## config.mk

```make
export PLATFORM = sky130hd
export DESIGN_NAME = axi_wr_stats_top
export DESIGN_NICKNAME = d
export VERILOG_FILES = /design/src/source/axi_wr_stats_pkg.sv /design/src/source/axi_wr_event_decoder.sv /design/src/source/axi_wr_stats_top.sv /design/src/source/stat_accumulator.sv /design/src/source/stat_iterator.sv
export SDC_FILE = /design/constraint.sdc
export NUM_CORES = 2
export LEC_CHECK = 0
export BUFFER_PORTS_ARGS = -buffer_cell sky130_fd_sc_hd__buf_2
export CAP_MARGIN = 20
export CORE_MARGIN = 2
export CORE_UTILIZATION = 35
export CTS_BUF_LIST = sky130_fd_sc_hd__clkbuf_2
export DETAILED_ROUTE_END_ITERATION = 12
export HOLD_SLACK_MARGIN = 0.03
export SETUP_SLACK_MARGIN = 0.5
export SLEW_MARGIN = 25
export SYNTH_ARGS = -nofsm -noshare
export SYNTH_HDL_FRONTEND = slang
export SYNTH_SLANG_ARGS = --single-unit
```

## constraint.sdc

```tcl
create_clock -name clk -period 10.91 [get_ports clk]
set_clock_uncertainty 0.2 [all_clocks]
set_input_delay 0.5455 -clock clk [delete_from_list [all_inputs] [get_ports clk]]
set_output_delay 0.5455 -clock clk [all_outputs]
set_load 0.01 [all_outputs]
```

## src/source/axi_wr_stats_pkg.sv

```systemverilog
package axi_wr_stats_pkg;

  // number of statistics and the characters in each name
  localparam int NUM_STATS     = 12;
  localparam int STAT_NAME_LEN = 16;

  typedef logic [STAT_NAME_LEN*8-1:0] stat_name_t;
  typedef logic [3:0]                 stat_idx_t;

  // stat indices, also the order of the dump
  localparam stat_idx_t AW_BURSTS   = 4'd0;
  localparam stat_idx_t W_BEATS     = 4'd1;
  localparam stat_idx_t W_BURSTS    = 4'd2;
  localparam stat_idx_t B_RESPS     = 4'd3;
  localparam stat_idx_t AW_BYTES    = 4'd4;
  localparam stat_idx_t W_BYTES     = 4'd5;
  localparam stat_idx_t IDLE_CYCLES = 4'd6;
  localparam stat_idx_t W_STALL     = 4'd7;
  localparam stat_idx_t W_SLOW      = 4'd8;
  localparam stat_idx_t B_LAG       = 4'd9;
  localparam stat_idx_t B_STALL     = 4'd10;
  localparam stat_idx_t ERR_RESPS   = 4'd11;

  // names are space padded to the full sixteen characters
  localparam stat_name_t STAT_NAMES [NUM_STATS] = '{
    "aw_bursts       ",
    "w_beats         ",
    "w_bursts        ",
    "b_resps         ",
    "aw_bytes        ",
    "w_bytes         ",
    "idle_cycles     ",
    "w_stall         ",
    "w_slow          ",
    "b_lag           ",
    "b_stall         ",
    "err_resps       "
  };

  // handshake fields of the AXI write channels
  typedef struct packed {
    logic       awvalid;
    logic       awready;
    logic [7:0] awlen;
    logic [2:0] awsize;
    logic       wvalid;
    logic       wready;
    logic       wlast;
    logic       bvalid;
    logic       bready;
    logic [1:0] bresp;
  } axi_wr_ctl_t;

  typedef enum logic [1:0] {
    IDLE,
    SEND,
    DONE
  } iter_state_e;

endpackage

```

## src/source/axi_wr_event_decoder.sv

```systemverilog
`timescale 1ns/1ps

module axi_wr_event_decoder #(
  parameter int STAT_WIDTH     = 32,
  parameter int AXI_STRB_WIDTH = 2
) (
  input  logic                                                   clk,
  input  logic                                                   rst_n,
  input  logic                                                   stat_clear,
  input  axi_wr_stats_pkg::axi_wr_ctl_t                          axi_ctl,
  input  logic [AXI_STRB_WIDTH-1:0]                              wstrb,
  output logic [axi_wr_stats_pkg::NUM_STATS-1:0][STAT_WIDTH-1:0] stat_inc,
  output logic                                                   stat_err
);

  // depth of the outstanding transaction counters
  localparam int CNT_WIDTH = 8;

  axi_wr_stats_pkg::axi_wr_ctl_t ctl_q;
  logic [AXI_STRB_WIDTH-1:0]     wstrb_q;
  logic                          sample_valid;

  logic [CNT_WIDTH-1:0] aw_pending;
  logic [CNT_WIDTH-1:0] b_pending;
  logic                 w_in_progress;

  logic aw_hs;
  logic w_hs;
  logic w_last_hs;
  logic b_hs;
  logic orphan_b;

  function automatic logic [STAT_WIDTH-1:0] strobe_bytes(input logic [AXI_STRB_WIDTH-1:0] strb);
    logic [STAT_WIDTH-1:0] n;
    n = '0;
    for (int i = 0; i < AXI_STRB_WIDTH; i++) begin
      n = n + STAT_WIDTH'(strb[i]);
    end
    return n;
  endfunction

  // bus sample, dropped on clear so the clear cycle is never counted
  always_ff @(posedge clk) begin
    if (!rst_n || stat_clear) begin
      ctl_q        <= '0;
      sample_valid <= 1'b0;
    end else begin
      ctl_q        <= axi_ctl;
      sample_valid <= 1'b1;
    end
  end

  always_ff @(posedge clk) begin
    wstrb_q <= wstrb;
  end

  assign aw_hs     = ctl_q.awvalid && ctl_q.awready;
  assign w_hs      = ctl_q.wvalid && ctl_q.wready;
  assign w_last_hs = w_hs && ctl_q.wlast;
  assign b_hs      = ctl_q.bvalid && ctl_q.bready;

  // a response with no address behind it
  assign orphan_b = b_hs && (aw_pending == '0);

  // aw_pending runs from AW accept to B accept,
  // b_pending from the wlast accept to B accept
  always_ff @(posedge clk) begin
    if (!rst_n || stat_clear) begin
      aw_pending    <= '0;
      b_pending     <= '0;
      w_in_progress <= 1'b0;
    end else begin
      aw_pending <= aw_pending + CNT_WIDTH'(aw_hs)
                    - CNT_WIDTH'(b_hs && (aw_pending != '0));
      b_pending  <= b_pending + CNT_WIDTH'(w_last_hs)
                    - CNT_WIDTH'(b_hs && (b_pending != '0));
      if (w_hs) begin
        w_in_progress <= !ctl_q.wlast;
      end
    end
  end

  always_ff @(posedge clk) begin
    if (!rst_n || stat_clear) begin
      stat_err <= 1'b0;
    end else if (orphan_b) begin
      stat_err <= 1'b1;
    end
  end

  always_comb begin
    stat_inc = '0;
    if (sample_valid) begin
      // transfer counts
      stat_inc[axi_wr_stats_pkg::AW_BURSTS] = STAT_WIDTH'(aw_hs);
      stat_inc[axi_wr_stats_pkg::W_BEATS]   = STAT_WIDTH'(w_hs);
      stat_inc[axi_wr_stats_pkg::W_BURSTS]  = STAT_WIDTH'(w_last_hs);
      stat_inc[axi_wr_stats_pkg::B_RESPS]   = STAT_WIDTH'(b_hs);
      stat_inc[axi_wr_stats_pkg::ERR_RESPS] = STAT_WIDTH'(b_hs && ctl_q.bresp[1]);

      // byte counts
      if (aw_hs) begin
        stat_inc[axi_wr_stats_pkg::AW_BYTES] =
          (STAT_WIDTH'(ctl_q.awlen) + STAT_WIDTH'(1)) << ctl_q.awsize;
      end
      if (w_hs) begin
        stat_inc[axi_wr_stats_pkg::W_BYTES] = strobe_bytes(wstrb_q);
      end

      // cycle buckets
      stat_inc[axi_wr_stats_pkg::IDLE_CYCLES] = STAT_WIDTH'((aw_pending == '0) &&
        !w_in_progress && !ctl_q.awvalid && !ctl_q.wvalid);
      stat_inc[axi_wr_stats_pkg::W_STALL] = STAT_WIDTH'(ctl_q.wvalid && !ctl_q.wready);
      stat_inc[axi_wr_stats_pkg::W_SLOW]  = STAT_WIDTH'(w_in_progress && !ctl_q.wvalid);
      stat_inc[axi_wr_stats_pkg::B_LAG]   = STAT_WIDTH'((b_pending != '0) &&
        !w_in_progress && !ctl_q.bvalid);
      stat_inc[axi_wr_stats_pkg::B_STALL] = STAT_WIDTH'(ctl_q.bvalid && !ctl_q.bready);
    end
  end

endmodule

```

## src/source/axi_wr_stats_top.sv

```systemverilog
`timescale 1ns/1ps

module axi_wr_stats_top #(
  parameter int STAT_WIDTH     = 32,
  parameter int AXI_STRB_WIDTH = 2
) (
  input  logic                          clk,
  input  logic                          rst_n,
  input  axi_wr_stats_pkg::axi_wr_ctl_t axi_ctl,
  input  logic [AXI_STRB_WIDTH-1:0]     wstrb,
  input  logic                          stat_clear,
  input  logic                          stat_iter_start,
  output logic                          stat_err,
  output logic                          stat_iter_valid,
  output axi_wr_stats_pkg::stat_name_t  stat_iter_name,
  output logic [STAT_WIDTH-1:0]         stat_iter_val,
  output logic                          stat_iter_last,
  input  logic                          stat_iter_ready
);

  logic [axi_wr_stats_pkg::NUM_STATS-1:0][STAT_WIDTH-1:0] stat_inc;
  logic [axi_wr_stats_pkg::NUM_STATS-1:0][STAT_WIDTH-1:0] stat_snap;
  logic                                                   snapshot;
  axi_wr_stats_pkg::stat_idx_t                            rd_idx;
  logic [STAT_WIDTH-1:0]                                  rd_val;

  axi_wr_event_decoder #(
    .STAT_WIDTH    (STAT_WIDTH),
    .AXI_STRB_WIDTH(AXI_STRB_WIDTH)
  ) i_decoder (
    .clk       (clk),
    .rst_n     (rst_n),
    .stat_clear(stat_clear),
    .axi_ctl   (axi_ctl),
    .wstrb     (wstrb),
    .stat_inc  (stat_inc),
    .stat_err  (stat_err)
  );

  // one running sum per statistic
  for (genvar i = 0; i < axi_wr_stats_pkg::NUM_STATS; i++) begin : g_stat
    stat_accumulator #(
      .STAT_WIDTH(STAT_WIDTH)
    ) i_acc (
      .clk       (clk),
      .rst_n     (rst_n),
      .stat_clear(stat_clear),
      .snapshot  (snapshot),
      .inc       (stat_inc[i]),
      .sum       (),
      .snap      (stat_snap[i])
    );
  end

  // read select, indices past the table read as zero
  always_comb begin
    rd_val = '0;
    if (rd_idx < axi_wr_stats_pkg::NUM_STATS) begin
      rd_val = stat_snap[rd_idx];
    end
  end

  stat_iterator #(
    .STAT_WIDTH(STAT_WIDTH)
  ) i_iter (
    .clk            (clk),
    .rst_n          (rst_n),
    .stat_iter_start(stat_iter_start),
    .snapshot       (snapshot),
    .rd_idx         (rd_idx),
    .rd_val         (rd_val),
    .stat_iter_valid(stat_iter_valid),
    .stat_iter_name (stat_iter_name),
    .stat_iter_val  (stat_iter_val),
    .stat_iter_last (stat_iter_last),
    .stat_iter_ready(stat_iter_ready)
  );

endmodule

```

## src/source/stat_accumulator.sv

```systemverilog
`timescale 1ns/1ps

module stat_accumulator #(
  parameter int STAT_WIDTH = 32
) (
  input  logic                  clk,
  input  logic                  rst_n,
  input  logic                  stat_clear,
  input  logic                  snapshot,
  input  logic [STAT_WIDTH-1:0] inc,
  output logic [STAT_WIDTH-1:0] sum,
  output logic [STAT_WIDTH-1:0] snap
);

  logic [STAT_WIDTH-1:0] sum_next;

  // clear also drops the amount arriving in the same cycle
  assign sum_next = stat_clear ? '0 : sum + inc;

  always_ff @(posedge clk) begin
    if (!rst_n) begin
      sum <= '0;
    end else begin
      sum <= sum_next;
    end
  end

  // snapshot takes the value including this cycle's amount
  always_ff @(posedge clk) begin
    if (snapshot) begin
      snap <= sum_next;
    end
  end

  // a running sum only grows between clears
  a_no_wrap: assert property (
    @(posedge clk) disable iff (!rst_n)
      !stat_clear |=> sum >= $past(sum)
  ) else $error("stat_accumulator: sum wrapped");

endmodule

```

## src/source/stat_iterator.sv

```systemverilog
`timescale 1ns/1ps

module stat_iterator #(
  parameter int STAT_WIDTH = 32
) (
  input  logic                         clk,
  input  logic                         rst_n,
  input  logic                         stat_iter_start,
  output logic                         snapshot,
  output axi_wr_stats_pkg::stat_idx_t  rd_idx,
  input  logic [STAT_WIDTH-1:0]        rd_val,
  output logic                         stat_iter_valid,
  output axi_wr_stats_pkg::stat_name_t stat_iter_name,
  output logic [STAT_WIDTH-1:0]        stat_iter_val,
  output logic                         stat_iter_last,
  input  logic                         stat_iter_ready
);

  localparam axi_wr_stats_pkg::stat_idx_t LAST_IDX =
    axi_wr_stats_pkg::stat_idx_t'(axi_wr_stats_pkg::NUM_STATS - 1);

  axi_wr_stats_pkg::iter_state_e state;
  axi_wr_stats_pkg::stat_idx_t   next_idx;
  logic                          xfer;

  assign xfer     = stat_iter_valid && stat_iter_ready;
  assign next_idx = rd_idx + 1'b1;

  always_ff @(posedge clk) begin
    if (!rst_n) begin
      state           <= axi_wr_stats_pkg::IDLE;
      snapshot        <= 1'b0;
      rd_idx          <= '0;
      stat_iter_valid <= 1'b0;
      stat_iter_last  <= 1'b0;
    end else begin
      snapshot <= 1'b0;
      case (state)
        axi_wr_stats_pkg::IDLE: begin
          if (stat_iter_start) begin
            state    <= axi_wr_stats_pkg::SEND;
            snapshot <= 1'b1;
            rd_idx   <= '0;
          end
        end
        axi_wr_stats_pkg::SEND: begin
          // first cycle here the snapshot is being captured
          if (!stat_iter_valid) begin
            stat_iter_valid <= 1'b1;
            stat_iter_last  <= (rd_idx == LAST_IDX);
          end else if (xfer) begin
            if (stat_iter_last) begin
              stat_iter_valid <= 1'b0;
              stat_iter_last  <= 1'b0;
              state           <= axi_wr_stats_pkg::DONE;
            end else begin
              rd_idx         <= next_idx;
              stat_iter_last <= (next_idx == LAST_IDX);
            end
          end
        end
        axi_wr_stats_pkg::DONE: begin
          state <= axi_wr_stats_pkg::IDLE;
        end
        default: begin
          state <= axi_wr_stats_pkg::IDLE;
        end
      endcase
    end
  end

  always_ff @(posedge clk) begin
    if (state == axi_wr_stats_pkg::SEND && !stat_iter_valid) begin
      stat_iter_name <= axi_wr_stats_pkg::STAT_NAMES[rd_idx];
    end else if (xfer && !stat_iter_last) begin
      stat_iter_name <= axi_wr_stats_pkg::STAT_NAMES[next_idx];
    end
  end

  // value comes straight from the frozen snapshot at rd_idx
  assign stat_iter_val = rd_val;

  // a stalled record and the snapshot value under it must not change
  a_hold: assert property (
    @(posedge clk) disable iff (!rst_n)
      stat_iter_valid && !stat_iter_ready |=>
        stat_iter_valid && $stable(stat_iter_name) &&
        $stable(stat_iter_val) && $stable(stat_iter_last)
  ) else $error("stat_iterator: record changed under back-pressure");

  // last marks only a valid record at the final index
  a_last_valid: assert property (
    @(posedge clk) disable iff (!rst_n)
      stat_iter_last |-> stat_iter_valid && (rd_idx == LAST_IDX)
  ) else $error("stat_iterator: last without valid or off the final index");

endmodule

```

==> metrics.md <==
| Metric | Value |
|---|---|
| Mapped cell area | `39800 µm²` |
| Nets | `4086` |
| Port Buffer Count | `119` |
| Total grt overflow | `0` |
| Critical Path AT | `5.04 ns` |
| Area after DPL | `41400 µm²` |
| Number of synthesized flops with an enable pin | `426` |
| Final min period | `5.78 ns` |
| Drt initial violations | `2031` |
| Min-delay src | `stat_clear` |
| Crit path cell chain | `buf_4 > buf_4 > mux4_2 > inv_1 > o22ai_1 > buf_2` |
| Detailed-route via count | `27800` |
| Share of layout cells above drive strength 1 | `16.0%` |
| Slowest cell on the critical path | `dfxtp_4` |
| TritonCTS buffer count | `213` |
| Postcts setup bufs | `0` |
| R2R Path End | `g_stat[4].i_acc.snap[25]` |
| Average cell area after synthesis | `10.6 µm²` |
| Top-area cell type share of the netlist area | `32.2%` |
| Synth unique cells | `77` |
| Final slew viol count | `0` |
| Num Clock Sinks | `859` |
| Power density of the placed cells | `139 nW/µm²` |
| Std-Cell Core Area | `113000 µm²` |
| Dpl hpwl | `61200 µm` |
| H-tree levels | `4` |
| Max-cap violation count | `0` |
| WL final | `92800 µm` |
| Critical R2R Launch | `i_decoder.ctl_q[10]` |
| GRT Overall Usage | `15.8%` |
| CTS tree | `yes` |
| Post-route DRC | `0` |
| CP endpoint kind | `output pin` |
| LEAKAGE | `0.0162 µW` |
| Routed Antenna Nets | `0` |
| Setup CP Type | `reg -> out` |
| IO Count | `190` |
| Chip Height | `341 µm` |
| Largest buffer count on any clock path | `3` |
| Post-Synthesis Cells | `3748` |
| Leading area contributor after synthesis | `edfxtp_1` |
| TNS Setup | `0 ns` |
| R2R setup slack | `6.32 ns` |
| Peak Freq | `0.173 GHz` |
| Max_slew headroom | `31.8%` |
| Post-DR vias/cell | `4.90` |
| Drt wl/cell | `16.4 µm` |
| Largest net degree at the start of global routing | `180` |
| Initial Util | `35.3%` |
| FFs w/ async S/R, synth | `0%` |
| Worst Hold Class | `in -> reg` |
| Clk Latency, worst-skew pair | `1.43 ns` |
| Clk root buf | `clkbuf_2` |
| Worst Path Max Fanout | `53` |
| CP dominant cell by count | `buf_4` |
| Worst slew pin tran | `1.01 ns` |
| Status | `finished clean` |
| Endpoints failing setup | `0` |
| Hold path depth | `3` |
| TritonRoute pass-1 iters | `5` |
| Final period util | `53.0%` |
| Sink of the worst hold path | `g_stat[5].i_acc.snap[26]` |
| Vias in the first global route | `26700` |
| Post-synthesis sequential area ratio | `54.0%` |
| Post-synth top flop | `dfxtp_1` |
| Antenna violations before repair | `3` |
| Post-route cell area | `44300 µm²` |
| Layout area overhead | `11.4%` |
| Worst Path Required | `10.16 ns` |
| Synth area leaders | `edfxtp_1 (32%), dfxtp_1 (22%), nor2_1 (6.9%), mux4_2 (5.4%), xor2_1 (4.6%)` |
| Worst-path clk slew | `0.10 ns` |
| Row cnt | `123` |
| Hold Vio Cnt, Final | `0` |
| Register bit total from synthesis | `859` |
| Reg2Reg Depth | `14` |
| GPL Wtd Cong | `0.835` |
| Die footprint | `116000 µm²` |
| Worst stage delay on the critical path | `0.96 ns` |
| Die width | `341 µm` |
| Startpoint Class | `flop` |
| RSZ-0062 raised after global routing | `no` |
| YS warnings | `0` |
| Max VDD drop | `0.0796 mV` |
| First-pass GRT wire length | `146000 µm` |
==> worst max-delay path by stage <==
| stage | start | to | slack [ns] | depth (start not counted) |
|---|---|---|---|---|
| 5_1_grt | i_iter.rd_idx[0] | stat_iter_val[26] | 4.50 | 6 |
| 3_3_place_gp | i_iter.rd_idx[0] | stat_iter_val[26] | 6.28 | 6 |
| 6_report | i_iter.rd_idx[0] | stat_iter_val[15] | 5.13 | 6 |
| 4_1_cts | i_iter.rd_idx[0] | stat_iter_val[26] | 4.66 | 6 |
| 2_1_floorplan | i_iter.snapshot | g_stat[0].i_acc.snap[0] | 1.23 | 0 |
| 3_5_place_dp | i_iter.rd_idx[0] | stat_iter_val[26] | 6.27 | 6 |
==> per-stage QoR <==
step                power [µW]  hold WS [ns]  setup WS, ns  utilization (%)  instances
finish                    6170         0.211          5.13             39.3       5677
global route              6480        0.0606          4.50             39.3       5673
CTS                       6280        0.0343          4.66             39.3       5668
detailed placement        3940         0.269          6.27             36.8       5201
global placement          3940         0.260          6.28             36.8       5201
floorplan                 3860         0.251          1.23                -       3815
==> layer usage <==
metal  share of wire (%)  global-route usage [%]  up-vias
met4                 2.4                    5.67        0
met5                   0                       0        -
met3                 5.8                    3.21      155
met2                  46                    24.8      858
met1                  46                    21.7    13300
li1                    -                       -    13500
==> critical path: cells and delay by family (launching register included) <==
family,cells,cell delay (ns)
buffers and inverters,4,1.85
flip-flops,1,0.96
multiplexers,1,0.57
AO/OA/AOI/OAI,1,0.23
==> power breakdown <==
part	internal (µW)	leakage [µW]	switching (µW)	total, µW
Combinational	133	0.00701	237	371
Clock	977	0.00163	1320	2300
Sequential	3470	0.00754	41.5	3510
Total	4580	0.0162	1600	6170
==> logic make-up (layout without fill, tap and decap cells) <==
family | count (synthesis) | count (layout) | synth area share [%]
adder cells (fa/ha/maj) | 76 | 76 | 2.47
multiplexers | 158 | 158 | 7.03
buffers and inverters | 366 | 720 | 4.34
AO/OA/AOI/OAI | 276 | 276 | 4.40
AND/OR/NAND/NOR | 1661 | 1661 | 20.1
other | 2 | 77 | 0.0189
flip-flops | 859 | 859 | 54.0
XOR/XNOR | 350 | 350 | 7.71
==> cells in the final DEF, fill, tap and decap left out, drive strengths merged, types with 31 or more instances in the layout <==
cell type / instances
dlygate4sd3: 65
nand4: 84
clkinv: 31
buf: 151
xor2: 210
and2: 174
nand3: 155
o21ai: 47
mux4: 96
mux2i: 52
nor3: 56
ha: 72
conb: 69
clkbuf: 355
inv: 108
nor2: 732
nand2: 204
o22ai: 40
dfxtp: 433
edfxtp: 426
and3: 85
a21oi: 87
nor2b: 47
xnor2: 140
==> synthesized netlist by cell type (4+ instances only) <==
library cell,n
dfxtp_1,433
fa_1,4
or2_2,8
buf_4,86
nand4_1,80
nand2b_1,25
nor3_1,51
nor3b_1,6
nor2b_1,47
a211oi_1,11
mux2i_1,52
mux4_2,96
a21oi_1,86
nor3_4,4
nand4_2,4
nand2_1,204
nor4_1,20
nand3_1,155
buf_2,17
o21a_1,7
o21ai_0,46
a21o_1,10
a31oi_1,11
mux2_2,10
a31o_2,5
buf_1,23
and2_1,174
o31ai_1,9
xor2_1,210
inv_1,103
nor2_1,732
and4_1,25
or4_1,13
and3_1,85
clkbuf_1,135
o22ai_1,40
ha_1,72
xnor2_1,140
edfxtp_1,426
a221oi_1,4
nand4b_1,5
o211ai_1,10
or3_1,12
==> sequential cells by signal, summed over array words and instances, names as in the netlist <==
| name | flops |
|---|---|
| i_iter.state | 2 |
| i_iter.stat_iter_name | 42 |
| i_decoder.aw_pending | 8 |
| i_decoder.b_pending | 8 |
| g_stat.i_acc.sum | 384 |
| i_decoder.w_in_progress | 1 |
| i_iter.stat_iter_valid | 1 |
| i_decoder.wstrb_q | 2 |
| i_decoder.sample_valid | 1 |
| i_decoder.stat_err | 1 |
| i_iter.snapshot | 1 |
| i_iter.rd_idx | 4 |
| i_iter.stat_iter_last | 1 |
| g_stat.i_acc.snap | 384 |
| i_decoder.ctl_q | 19 |
==> final cells by class <==
cell class	instances	area (µm²)
well taps	1500	1880
flip-flops and latches	859	21500
diodes	8	20.0
multi-input cells	2590	16900
fillers	11200	68400
clock inverters	46	348
clock buffers	355	1780
inverters	103	387
repair buffers	216	1560
==> what timing repair did <==
| action | in CTS | in global routing |
|---|---|---|
| endpoints found under the hold margin | 397 | 0 |
| resized for setup | 0 | 0 |
| hold buffers | 66 | 0 |
Note: power is estimated with default switching activity, not from simulation.
